## src/rtl/daq_pkg.sv

```systemverilog
// --------------------------------------------------------------------------
// DAQ frame package
// Frame layout, halfword and sample types and the trigger source encoding
// shared by the acquisition frame builder
// --------------------------------------------------------------------------

package daq_pkg;

    // Frame geometry in 16-bit halfwords
    localparam int frame_words = 47;

    // Multiplexer IDs that open and close a fast sweep
    localparam int first_mux_id = 0;
    localparam int last_mux_id  = 31;

    // Halfword offsets inside one frame
    localparam int off_ts  = 0;
    localparam int off_pch = 4;
    localparam int off_tch = 20;
    localparam int off_pt  = 36;
    localparam int off_trg = 42;

    typedef logic [15:0] half_t;
    typedef logic [23:0] pt_t;

    // Trigger source select
    typedef enum logic [1:0] {
        src_mcu  = 2'b00,
        src_ext  = 2'b01,
        src_none = 2'b10,
        src_rtc  = 2'b11
    } trig_src_t;

endpackage

```

## src/rtl/sample_capture.sv

```systemverilog
// --------------------------------------------------------------------------
// Sample capture
// Accepts the fast ADS868x stream and the slow PT100 stream, routes each
// multiplexer ID to its PCH or TCH slot, latches the RTC at sweep start
// and flags the start and end of every fast sweep
// --------------------------------------------------------------------------

module sample_capture
    import daq_pkg::*;
(
    input  logic        aclk,
    input  logic        aresetn,
    input  logic [31:0] s00_tdata,
    input  logic        s00_tvalid,
    output logic        s00_tready,
    input  logic [31:0] s01_tdata,
    input  logic        s01_tvalid,
    output logic        s01_tready,
    input  logic [31:0] rtc_second,
    input  logic [31:0] rtc_nanosecond,
    output logic [31:0] ts_s,
    output logic [31:0] ts_ns,
    output half_t       pch_data [16],
    output half_t       tch_data [16],
    output pt_t         pt_data [3],
    output logic        sweep_start,
    output logic        sweep_end
);

    logic [7:0] fast_id;
    logic [7:0] slow_ch;
    logic       fast_in_range;
    logic [3:0] chan_idx;
    logic       first_beat;
    logic       last_beat;

    assign fast_id       = s00_tdata[23:16];
    assign slow_ch       = s01_tdata[31:24];
    assign fast_in_range = (fast_id <= 8'(last_mux_id));

    // Board routing. ID[1] low selects channels 8..15, ID[0] high is PCH
    assign chan_idx   = {~fast_id[1], fast_id[4:2]};
    assign first_beat = s00_tvalid && (fast_id == 8'(first_mux_id));
    assign last_beat  = s00_tvalid && (fast_id == 8'(last_mux_id));

    // No back-pressure, ready simply follows reset
    always_ff @(posedge aclk) begin
        if (!aresetn) begin
            s00_tready <= 1'b0;
            s01_tready <= 1'b0;
        end else begin
            s00_tready <= 1'b1;
            s01_tready <= 1'b1;
        end
    end

    // ------------------------------------------------------------------------
    // Sample registers
    // ------------------------------------------------------------------------
    always_ff @(posedge aclk) begin
        if (!aresetn) begin
            ts_s  <= '0;
            ts_ns <= '0;
            for (int i = 0; i < 16; i++) begin
                pch_data[i] <= '0;
                tch_data[i] <= '0;
            end
            for (int j = 0; j < 3; j++) begin
                pt_data[j] <= '0;
            end
        end else begin
            if (first_beat) begin
                ts_s  <= rtc_second;
                ts_ns <= rtc_nanosecond;
            end
            if (s00_tvalid && fast_in_range) begin
                if (fast_id[0]) begin
                    pch_data[chan_idx] <= s00_tdata[15:0];
                end else begin
                    tch_data[chan_idx] <= s00_tdata[15:0];
                end
            end
            // PT100 channels 0..2 only
            if (s01_tvalid && (slow_ch < 8'd3)) begin
                pt_data[slow_ch[1:0]] <= s01_tdata[23:0];
            end
        end
    end

    // Sweep markers lag the beat by one cycle
    always_ff @(posedge aclk) begin
        if (!aresetn) begin
            sweep_start <= 1'b0;
            sweep_end   <= 1'b0;
        end else begin
            sweep_start <= first_beat;
            sweep_end   <= last_beat;
        end
    end

endmodule

```

## src/rtl/trigger_ctrl.sv

```systemverilog
// --------------------------------------------------------------------------
// Trigger control
// Synchronizes the MCU and external trigger pins, detects falling edges,
// matches the RTC against a programmed time and records whether the
// selected event fired before each sweep, with its timestamp
// --------------------------------------------------------------------------

module trigger_ctrl
    import daq_pkg::*;
#(
    parameter int SYNC_STAGES = 2
) (
    input  logic        aclk,
    input  logic        aresetn,
    input  logic        ext_trigger_pin,
    input  logic        mcu_trigger_pin,
    input  logic        ctrl_trigger_enable,
    input  trig_src_t   ctrl_trigger_source,
    input  logic [31:0] ctrl_trigger_second,
    input  logic [31:0] ctrl_trigger_nanosecond,
    input  logic [31:0] rtc_second,
    input  logic [31:0] rtc_nanosecond,
    input  logic        sweep_start,
    output logic        trg_flag,
    output logic [31:0] trg_s,
    output logic [31:0] trg_ns
);

    typedef enum logic [1:0] {
        st_reset,
        st_idle,
        st_armed,
        st_triggered
    } trg_state_t;

    trg_state_t           state;
    trg_state_t           state_next;
    logic [1:0]           pin_in;
    logic [SYNC_STAGES:0] pin_sync [2];
    logic [1:0]           pin_fall;
    logic                 rtc_match;
    logic                 trg_event;
    logic [31:0]          rtc_s_q;
    logic [31:0]          rtc_ns_q;

    // Index 0 is the MCU pin, index 1 the external pin
    assign pin_in = {ext_trigger_pin, mcu_trigger_pin};

    // Sync chain plus one extra flop for edge history
    always_ff @(posedge aclk) begin
        if (!aresetn) begin
            for (int i = 0; i < 2; i++) begin
                pin_sync[i] <= '0;
            end
        end else begin
            for (int i = 0; i < 2; i++) begin
                pin_sync[i] <= {pin_sync[i][SYNC_STAGES-1:0], pin_in[i]};
            end
        end
    end

    always_comb begin
        for (int i = 0; i < 2; i++) begin
            pin_fall[i] = pin_sync[i][SYNC_STAGES] & ~pin_sync[i][SYNC_STAGES-1];
        end
    end

    assign rtc_match = (rtc_second == ctrl_trigger_second) &&
                       (rtc_nanosecond == ctrl_trigger_nanosecond);

    always_comb begin
        case (ctrl_trigger_source)
            src_mcu:  trg_event = pin_fall[0];
            src_ext:  trg_event = pin_fall[1];
            src_rtc:  trg_event = rtc_match;
            src_none: trg_event = 1'b0;
        endcase
    end

    // ------------------------------------------------------------------------
    // Trigger FSM
    // ------------------------------------------------------------------------
    always_ff @(posedge aclk) begin
        if (!aresetn) begin
            state <= st_reset;
        end else begin
            state <= state_next;
        end
    end

    always_comb begin
        state_next = state;
        case (state)
            st_reset:     state_next = st_idle;
            st_idle:      if (ctrl_trigger_enable) state_next = st_armed;
            st_armed:     if (!ctrl_trigger_enable) state_next = st_idle;
                          else if (trg_event) state_next = st_triggered;
            st_triggered: if (!ctrl_trigger_enable || sweep_start) state_next = st_idle;
        endcase
    end

    // sweep_start trails the ID-0 beat by one cycle, so take the RTC
    // from a one-cycle delayed copy to match the sample time
    always_ff @(posedge aclk) begin
        rtc_s_q  <= rtc_second;
        rtc_ns_q <= rtc_nanosecond;
    end

    always_ff @(posedge aclk) begin
        if (!aresetn) begin
            trg_flag <= 1'b0;
            trg_s    <= '0;
            trg_ns   <= '0;
        end else if (sweep_start) begin
            trg_flag <= (state == st_triggered);
            if (state == st_triggered) begin
                trg_s  <= rtc_s_q;
                trg_ns <= rtc_ns_q;
            end
        end
    end

endmodule

```

## src/rtl/frame_writer.sv

```systemverilog
// --------------------------------------------------------------------------
// Frame writer
// Streams the 47-halfword acquisition frame into the block RAM after each
// sweep and stretches the completion interrupt
// --------------------------------------------------------------------------

module frame_writer
    import daq_pkg::*;
#(
    parameter int IRQ_CYCLES = 64
) (
    input  logic        aclk,
    input  logic        aresetn,
    input  logic        sweep_end,
    input  logic [31:0] ts_s,
    input  logic [31:0] ts_ns,
    input  half_t       pch_data [16],
    input  half_t       tch_data [16],
    input  pt_t         pt_data [3],
    input  logic        trg_flag,
    input  logic [31:0] trg_s,
    input  logic [31:0] trg_ns,
    output logic [11:0] bram_addr,
    output logic        bram_en,
    output logic [1:0]  bram_we,
    output half_t       bram_din,
    output logic        ts_irq
);

    localparam int irq_cnt_w = $clog2(IRQ_CYCLES + 1);

    logic [5:0]           word_cnt;
    logic                 busy;
    logic                 wr_now;
    logic [5:0]           word_idx;
    logic [5:0]           rel_idx;
    half_t                word_data;
    logic                 last_wr;
    logic [irq_cnt_w-1:0] irq_cnt;

    // Word 0 goes out straight from sweep_end, the rest from the counter
    assign wr_now   = sweep_end | busy;
    assign word_idx = sweep_end ? 6'd0 : word_cnt;
    assign last_wr  = bram_en && (bram_addr == 12'(frame_words - 1));

    always_ff @(posedge aclk) begin
        if (!aresetn) begin
            busy     <= 1'b0;
            word_cnt <= '0;
        end else if (sweep_end) begin
            busy     <= 1'b1;
            word_cnt <= 6'd1;
        end else if (busy) begin
            if (word_cnt == 6'(frame_words - 1)) begin
                busy     <= 1'b0;
                word_cnt <= '0;
            end else begin
                word_cnt <= word_cnt + 6'd1;
            end
        end
    end

    // ------------------------------------------------------------------------
    // Halfword select
    // ------------------------------------------------------------------------
    always_comb begin
        rel_idx   = '0;
        word_data = '0;
        if (word_idx < 6'(off_pch)) begin
            rel_idx = word_idx - 6'(off_ts);
            case (rel_idx[1:0])
                2'd0: word_data = ts_s[31:16];
                2'd1: word_data = ts_s[15:0];
                2'd2: word_data = ts_ns[31:16];
                2'd3: word_data = ts_ns[15:0];
            endcase
        end else if (word_idx < 6'(off_tch)) begin
            rel_idx   = word_idx - 6'(off_pch);
            word_data = pch_data[rel_idx[3:0]];
        end else if (word_idx < 6'(off_pt)) begin
            rel_idx   = word_idx - 6'(off_tch);
            word_data = tch_data[rel_idx[3:0]];
        end else if (word_idx < 6'(off_trg)) begin
            // PT100 split into upper byte then lower halfword
            rel_idx   = word_idx - 6'(off_pt);
            word_data = rel_idx[0] ? pt_data[rel_idx[2:1]][15:0]
                                   : {8'h00, pt_data[rel_idx[2:1]][23:16]};
        end else begin
            rel_idx = word_idx - 6'(off_trg);
            case (rel_idx[2:0])
                3'd0:    word_data = {15'd0, trg_flag};
                3'd1:    word_data = trg_s[31:16];
                3'd2:    word_data = trg_s[15:0];
                3'd3:    word_data = trg_ns[31:16];
                default: word_data = trg_ns[15:0];
            endcase
        end
    end

    // RAM port registers
    always_ff @(posedge aclk) begin
        if (!aresetn) begin
            bram_en   <= 1'b0;
            bram_we   <= 2'b00;
            bram_addr <= '0;
        end else begin
            bram_en   <= wr_now;
            bram_we   <= {2{wr_now}};
            bram_addr <= wr_now ? 12'(word_idx) : 12'd0;
        end
    end

    always_ff @(posedge aclk) begin
        if (wr_now) begin
            bram_din <= word_data;
        end
    end

    // Interrupt stretch, rises the cycle after the final write
    always_ff @(posedge aclk) begin
        if (!aresetn) begin
            ts_irq  <= 1'b0;
            irq_cnt <= '0;
        end else if (last_wr) begin
            ts_irq  <= 1'b1;
            irq_cnt <= irq_cnt_w'(IRQ_CYCLES - 1);
        end else if (ts_irq) begin
            if (irq_cnt == '0) begin
                ts_irq <= 1'b0;
            end else begin
                irq_cnt <= irq_cnt - 1'b1;
            end
        end
    end

endmodule

```

## src/rtl/daq_frame_top.sv

```systemverilog
// --------------------------------------------------------------------------
// DAQ frame builder top level
// Ties sample capture, trigger control and the frame writer together
// and exposes the block RAM port and the frame interrupt
// --------------------------------------------------------------------------

module daq_frame_top
    import daq_pkg::*;
#(
    parameter int SYNC_STAGES = 2,
    parameter int IRQ_CYCLES  = 64
) (
    input  logic        aclk,
    input  logic        aresetn,
    input  logic [31:0] s00_tdata,
    input  logic        s00_tvalid,
    output logic        s00_tready,
    input  logic [31:0] s01_tdata,
    input  logic        s01_tvalid,
    output logic        s01_tready,
    input  logic [31:0] rtc_second,
    input  logic [31:0] rtc_nanosecond,
    input  logic        ext_trigger_pin,
    input  logic        mcu_trigger_pin,
    input  logic        ctrl_trigger_enable,
    input  trig_src_t   ctrl_trigger_source,
    input  logic [31:0] ctrl_trigger_second,
    input  logic [31:0] ctrl_trigger_nanosecond,
    output logic        bram_clk,
    output logic        bram_rst,
    output logic [11:0] bram_addr,
    output logic        bram_en,
    output logic [1:0]  bram_we,
    output half_t       bram_din,
    // Read data is part of the RAM port but the frame is write only
    input  half_t       bram_dout,
    output logic        ts_irq
);

    logic [31:0] ts_s;
    logic [31:0] ts_ns;
    half_t       pch_data [16];
    half_t       tch_data [16];
    pt_t         pt_data [3];
    logic        sweep_start;
    logic        sweep_end;
    logic        trg_flag;
    logic [31:0] trg_s;
    logic [31:0] trg_ns;

    assign bram_clk = aclk;
    assign bram_rst = ~aresetn;

    sample_capture sample_capture_i (
        .aclk          (aclk),
        .aresetn       (aresetn),
        .s00_tdata     (s00_tdata),
        .s00_tvalid    (s00_tvalid),
        .s00_tready    (s00_tready),
        .s01_tdata     (s01_tdata),
        .s01_tvalid    (s01_tvalid),
        .s01_tready    (s01_tready),
        .rtc_second    (rtc_second),
        .rtc_nanosecond(rtc_nanosecond),
        .ts_s          (ts_s),
        .ts_ns         (ts_ns),
        .pch_data      (pch_data),
        .tch_data      (tch_data),
        .pt_data       (pt_data),
        .sweep_start   (sweep_start),
        .sweep_end     (sweep_end)
    );

    trigger_ctrl #(
        .SYNC_STAGES(SYNC_STAGES)
    ) trigger_ctrl_i (
        .aclk                   (aclk),
        .aresetn                (aresetn),
        .ext_trigger_pin        (ext_trigger_pin),
        .mcu_trigger_pin        (mcu_trigger_pin),
        .ctrl_trigger_enable    (ctrl_trigger_enable),
        .ctrl_trigger_source    (ctrl_trigger_source),
        .ctrl_trigger_second    (ctrl_trigger_second),
        .ctrl_trigger_nanosecond(ctrl_trigger_nanosecond),
        .rtc_second             (rtc_second),
        .rtc_nanosecond         (rtc_nanosecond),
        .sweep_start            (sweep_start),
        .trg_flag               (trg_flag),
        .trg_s                  (trg_s),
        .trg_ns                 (trg_ns)
    );

    frame_writer #(
        .IRQ_CYCLES(IRQ_CYCLES)
    ) frame_writer_i (
        .aclk     (aclk),
        .aresetn  (aresetn),
        .sweep_end(sweep_end),
        .ts_s     (ts_s),
        .ts_ns    (ts_ns),
        .pch_data (pch_data),
        .tch_data (tch_data),
        .pt_data  (pt_data),
        .trg_flag (trg_flag),
        .trg_s    (trg_s),
        .trg_ns   (trg_ns),
        .bram_addr(bram_addr),
        .bram_en  (bram_en),
        .bram_we  (bram_we),
        .bram_din (bram_din),
        .ts_irq   (ts_irq)
    );

endmodule

```

## config.mk

```make
export PLATFORM = sky130hd
export DESIGN_NAME = daq_frame_top
export DESIGN_NICKNAME = d
export VERILOG_FILES = /design/src/rtl/daq_pkg.sv /design/src/rtl/sample_capture.sv /design/src/rtl/trigger_ctrl.sv /design/src/rtl/frame_writer.sv /design/src/rtl/daq_frame_top.sv
export SDC_FILE = /design/constraint.sdc
export NUM_CORES = 2
export LEC_CHECK = 0
export ABC_AREA = 1
export BUFFER_PORTS_ARGS = -buffer_cell sky130_fd_sc_hd__buf_4
export CAP_MARGIN = 25
export CORE_ASPECT_RATIO = 0.8
export CORE_MARGIN = 2
export CORE_UTILIZATION = 43
export CTS_CLUSTER_SIZE = 8
export DETAILED_ROUTE_END_ITERATION = 10
export GPL_ROUTABILITY_DRIVEN = 1
export PLACE_DENSITY = 0.63
export SLEW_MARGIN = 20
export SYNTH_ARGS = -nofsm -noshare
export SYNTH_HDL_FRONTEND = slang
export SYNTH_SLANG_ARGS = --single-unit
```

## constraint.sdc

```tcl
create_clock -name aclk -period 4.7 [get_ports aclk]
set_input_delay 0.235 -clock aclk [delete_from_list [all_inputs] [get_ports aclk]]
set_output_delay 0.235 -clock aclk [all_outputs]
set_load 0.02 [all_outputs]
```

==> results.py <==
metrics = {
    "finish": {
        "diodes": 0,
        "area_growth_pct": 18.5,
        "fin_area_um2": 41200,
        "final_nets": 5281,
        "fin_util_pct": 51.3,
        "final_common_cell": "nor2_1",
        "drive_gt1_share_pct": 9.55,
        "final_cell_mix": "nor2_1, dfxtp_1, o21ai_0",
    },
    "synth": {
        "netlist_area_um2": 34700,
        "synthFlopType": "dfxtp_1",
        "ys_seq_area_share_pct": 48.1,
        "ys_warn_count": 0,
        "ys_types": 41,
        "synthArstFlopShare_pct": 0,
        "synth_edf_count": 16,
        "ys_seq_elements": 826,
        "syn-instance-count": 4875,
        "syn_area_per_cell_um2": 7.13,
    },
    "timing": {
        "slew-limit-headroom_pct": 33.3,
        "setup_viol": 0,
        "slew_violations": 0,
        "hold_viol": 5,
        "tightest_slew_ns": 0.991,
        "clock_skew_ns": 0.0226,
        "post-route-min-period_ns": 3.26,
        "worst_hold_slack_ns": -0.0206,
        "setup_tns_ns": 0,
        "rsz0062_at_grt": "no",
        "setup_ws_ns": 1.44,
        "max_freq_ghz": 0.307,
        "period_share_pct": 69.3,
    },
    "floorplan": {
        "die_h_um": 258,
        "start_util_pct": 43.3,
        "num_rows": 93,
        "ioPinCount": 253,
        "die_area_um2": 83100,
        "core_um2": 80300,
        "die_w_um": 322,
    },
    "setup_path": {
        "cp_top_family": "simple AND/OR/NAND/NOR gates",
        "crit_path_end_kind": "flip-flop",
        "r2r-start": "frame_writer_i.word_cnt[1]",
        "cp_cell_sequence": "nand2_2, nand2_2, inv_4, buf_12, nand2_1, nand4_1, o211ai_1, nand3_1, nand2_1, inv_1, nand2_1, nand2_1",
        "path_buf_inv": 3,
        "cp.arrival_ns": 3.78,
        "cp_max_fo": 48,
        "crit_end": "frame_writer_i.bram_din[6]",
        "regToRegSetupSlack_ns": 1.44,
        "crit_type": "reg -> reg",
        "path_depth": 12,
        "crit_start": "frame_writer_i.word_cnt[1]",
        "crit_path_frequent_cell": "nand2_1",
        "cp_slowest_cell": "dfxtp_1",
        "startpoint_type": "flip-flop",
        "required_ns": 5.22,
        "timing.rr.end": "frame_writer_i.bram_din[6]",
        "r2r_cells": 12,
        "max_stage_delay_ns": 0.66,
    },
    "global_routing": {
        "grt_max_degree": 193,
        "grt_antenna_before_repair": 2,
        "track_usage_pct": 27.8,
        "grt_overflow_total": 0,
        "grt_pass1_wl_um": 181000,
        "grt_pass1_vias": 30500,
    },
    "min_path": {
        "hp-class": "in -> reg",
    },
    "clock_network": {
        "worst_skew_pair.late_latency_ns": 0.79,
        "cts.reportedPaths.clkPinSlew_ns": 0.05,
        "cts_tree": "done",
        "post_cts_resized": 0,
        "postCtsSetupBuffers": 0,
    },
    "placement": {
        "place_ws_ns": 1.59,
        "dpl_cell_area_um2": 36900,
        "place.gp.congestion": 0.887,
        "hpwl_um": 73400,
        "io_buffers": 222,
    },
    "power_and_ir_drop": {
        "leakagePower_nw": 17.6,
        "powerDensity_nw_per_um2": 367,
        "peakVddDrop_uv": 311,
        "power_mw": 15.1,
    },
    "routing": {
        "routed_via_density": 5.46,
        "antenna_left": 0,
        "wl_um": 119000,
        "drt_iter0_markers": 3689,
        "wire_per_inst_um": 19.5,
        "vias": 33400,
        "drt_drc_violations_left": 0,
        "drt_first_pass_iters": 6,
    },
    "job": {
        "drv_cap": 0,
    },
    "status": {
        "outcome": "complete, but fails checks",
        "violations": "negative hold slack",
    },
}
## per-stage QoR
step | hold slack (ns) | cells
2_1_floorplan | 0.263 | 4880
3_3_place_gp | 0.348 | 5861
3_5_place_dp | 0.348 | 5861
4_1_cts | 0.00444 | 6107
5_1_grt | 0.00218 | 6112
6_report | -0.0206 | 6112
## cells in the mapped netlist (6+ instances only)
| master | n | area share, % |
|---|---|---|
| a211oi_1 | 24 | 0.52 |
| a21oi_1 | 173 | 2.5 |
| a22oi_1 | 113 | 2.4 |
| buf_1 | 52 | 0.56 |
| buf_2 | 55 | 0.79 |
| buf_4 | 25 | 0.54 |
| clkbuf_1 | 221 | 2.4 |
| dfxtp_1 | 810 | 47 |
| edfxtp_1 | 16 | 1.4 |
| ha_1 | 11 | 0.40 |
| inv_1 | 214 | 2.3 |
| inv_2 | 29 | 0.31 |
| nand2_1 | 677 | 7.3 |
| nand3_1 | 110 | 1.6 |
| nand4_1 | 97 | 1.7 |
| nor2_1 | 1330 | 14 |
| nor2_2 | 19 | 0.34 |
| nor3_1 | 6 | 0.086 |
| o211ai_1 | 44 | 0.95 |
| o21ai_0 | 756 | 11 |
| o21ai_1 | 39 | 0.56 |
| xor2_1 | 21 | 0.53 |
## power breakdown
| group | switching (mW) | total, mW | internal [mW] |
|---|---|---|---|
| clock | 2.94 | 7.36 | 4.42 |
| combinational | 0.396 | 0.648 | 0.251 |
| sequential | 0.0166 | 7.10 | 7.08 |
| total | 3.35 | 15.1 | 11.8 |
## kinds of logic (layout without fill, tap and decap cells)
logic type      after synthesis  in the layout  share of synthesized area (%)
compound gates             1156           1156                           18.0
xor+xnor                     21             21                          0.529
fa+ha+maj                    11             11                          0.396
buf+inv                     599            786                           6.95
flops                       826            826                           48.1
other cells                   1              6                         0.0108
simple gates               2261           2261                           26.0
## routing by layer
metal  GRT usage (%)  vias to the layer above  wire, um
li1                -                    16200         -
met1            40.5                    15600     53400
met2            41.4                     1409     51500
met3            4.52                      231     10500
met4            10.0                        0      3810
met5               0                        -         0
## how the worst min path moves through the flow
stage                      startpoint  cells after the start                           end
2_1_floorplan                 aresetn                      0   sample_capture_i.s00_tready
3_3_place_gp                     aclk                      1                      bram_clk
3_5_place_dp                     aclk                      1                      bram_clk
4_1_cts        ctrl_trigger_source[0]                      7       trigger_ctrl_i.state[0]
5_1_grt                 s01_tdata[30]                      6  sample_capture_i.pt_data[25]
6_report                s01_tdata[31]                      6  sample_capture_i.pt_data[25]
## final cells by class
type,instances,area (um^2)
clock buffers,130,3020
clock inverters,3,32.5
fillers,7766,39100
inverters,246,931
multi-input cells,3455,15700
flip-flops and latches,826,16700
well taps,1045,1310
repair buffers,407,3520
## worst register-to-register path, cell delays in order (launching register included)
cell and delay, ns:
dfxtp_1 0.66, nand2_2 0.25, nand2_2 0.16, inv_4 0.20, buf_12 0.32, nand2_1 0.15
nand4_1 0.07, o211ai_1 0.48, nand3_1 0.36, nand2_1 0.14, inv_1 0.06, nand2_1 0.09
nand2_1 0.05
## state kept, by name, summed over array words and instances (netlist names)
signal                        cells
frame_writer_i.busy               1
frame_writer_i.bram_we            1
frame_writer_i.word_cnt           6
sample_capture_i.pch_data       256
frame_writer_i.irq_cnt            7
sample_capture_i.ts_s            32
trigger_ctrl_i.state              2
trigger_ctrl_i.trg_ns            32
trigger_ctrl_i.trg_flag           1
sample_capture_i.sweep_end        1
sample_capture_i.sweep_start      1
sample_capture_i.tch_data       256
frame_writer_i.ts_irq             1
frame_writer_i.bram_din          16
trigger_ctrl_i.rtc_ns_q          32
trigger_ctrl_i.rtc_s_q           32
sample_capture_i.ts_ns           32
trigger_ctrl_i.pin_sync           6
sample_capture_i.pt_data         72
frame_writer_i.bram_addr          6
sample_capture_i.s00_tready       1
trigger_ctrl_i.trg_s             32
## repair_timing
item	CTS	global route
endpoints found under the setup margin	0	0
hold buffers	114	2
hold endpoints to repair	707	8
Power figures use the tool's default switching activity.
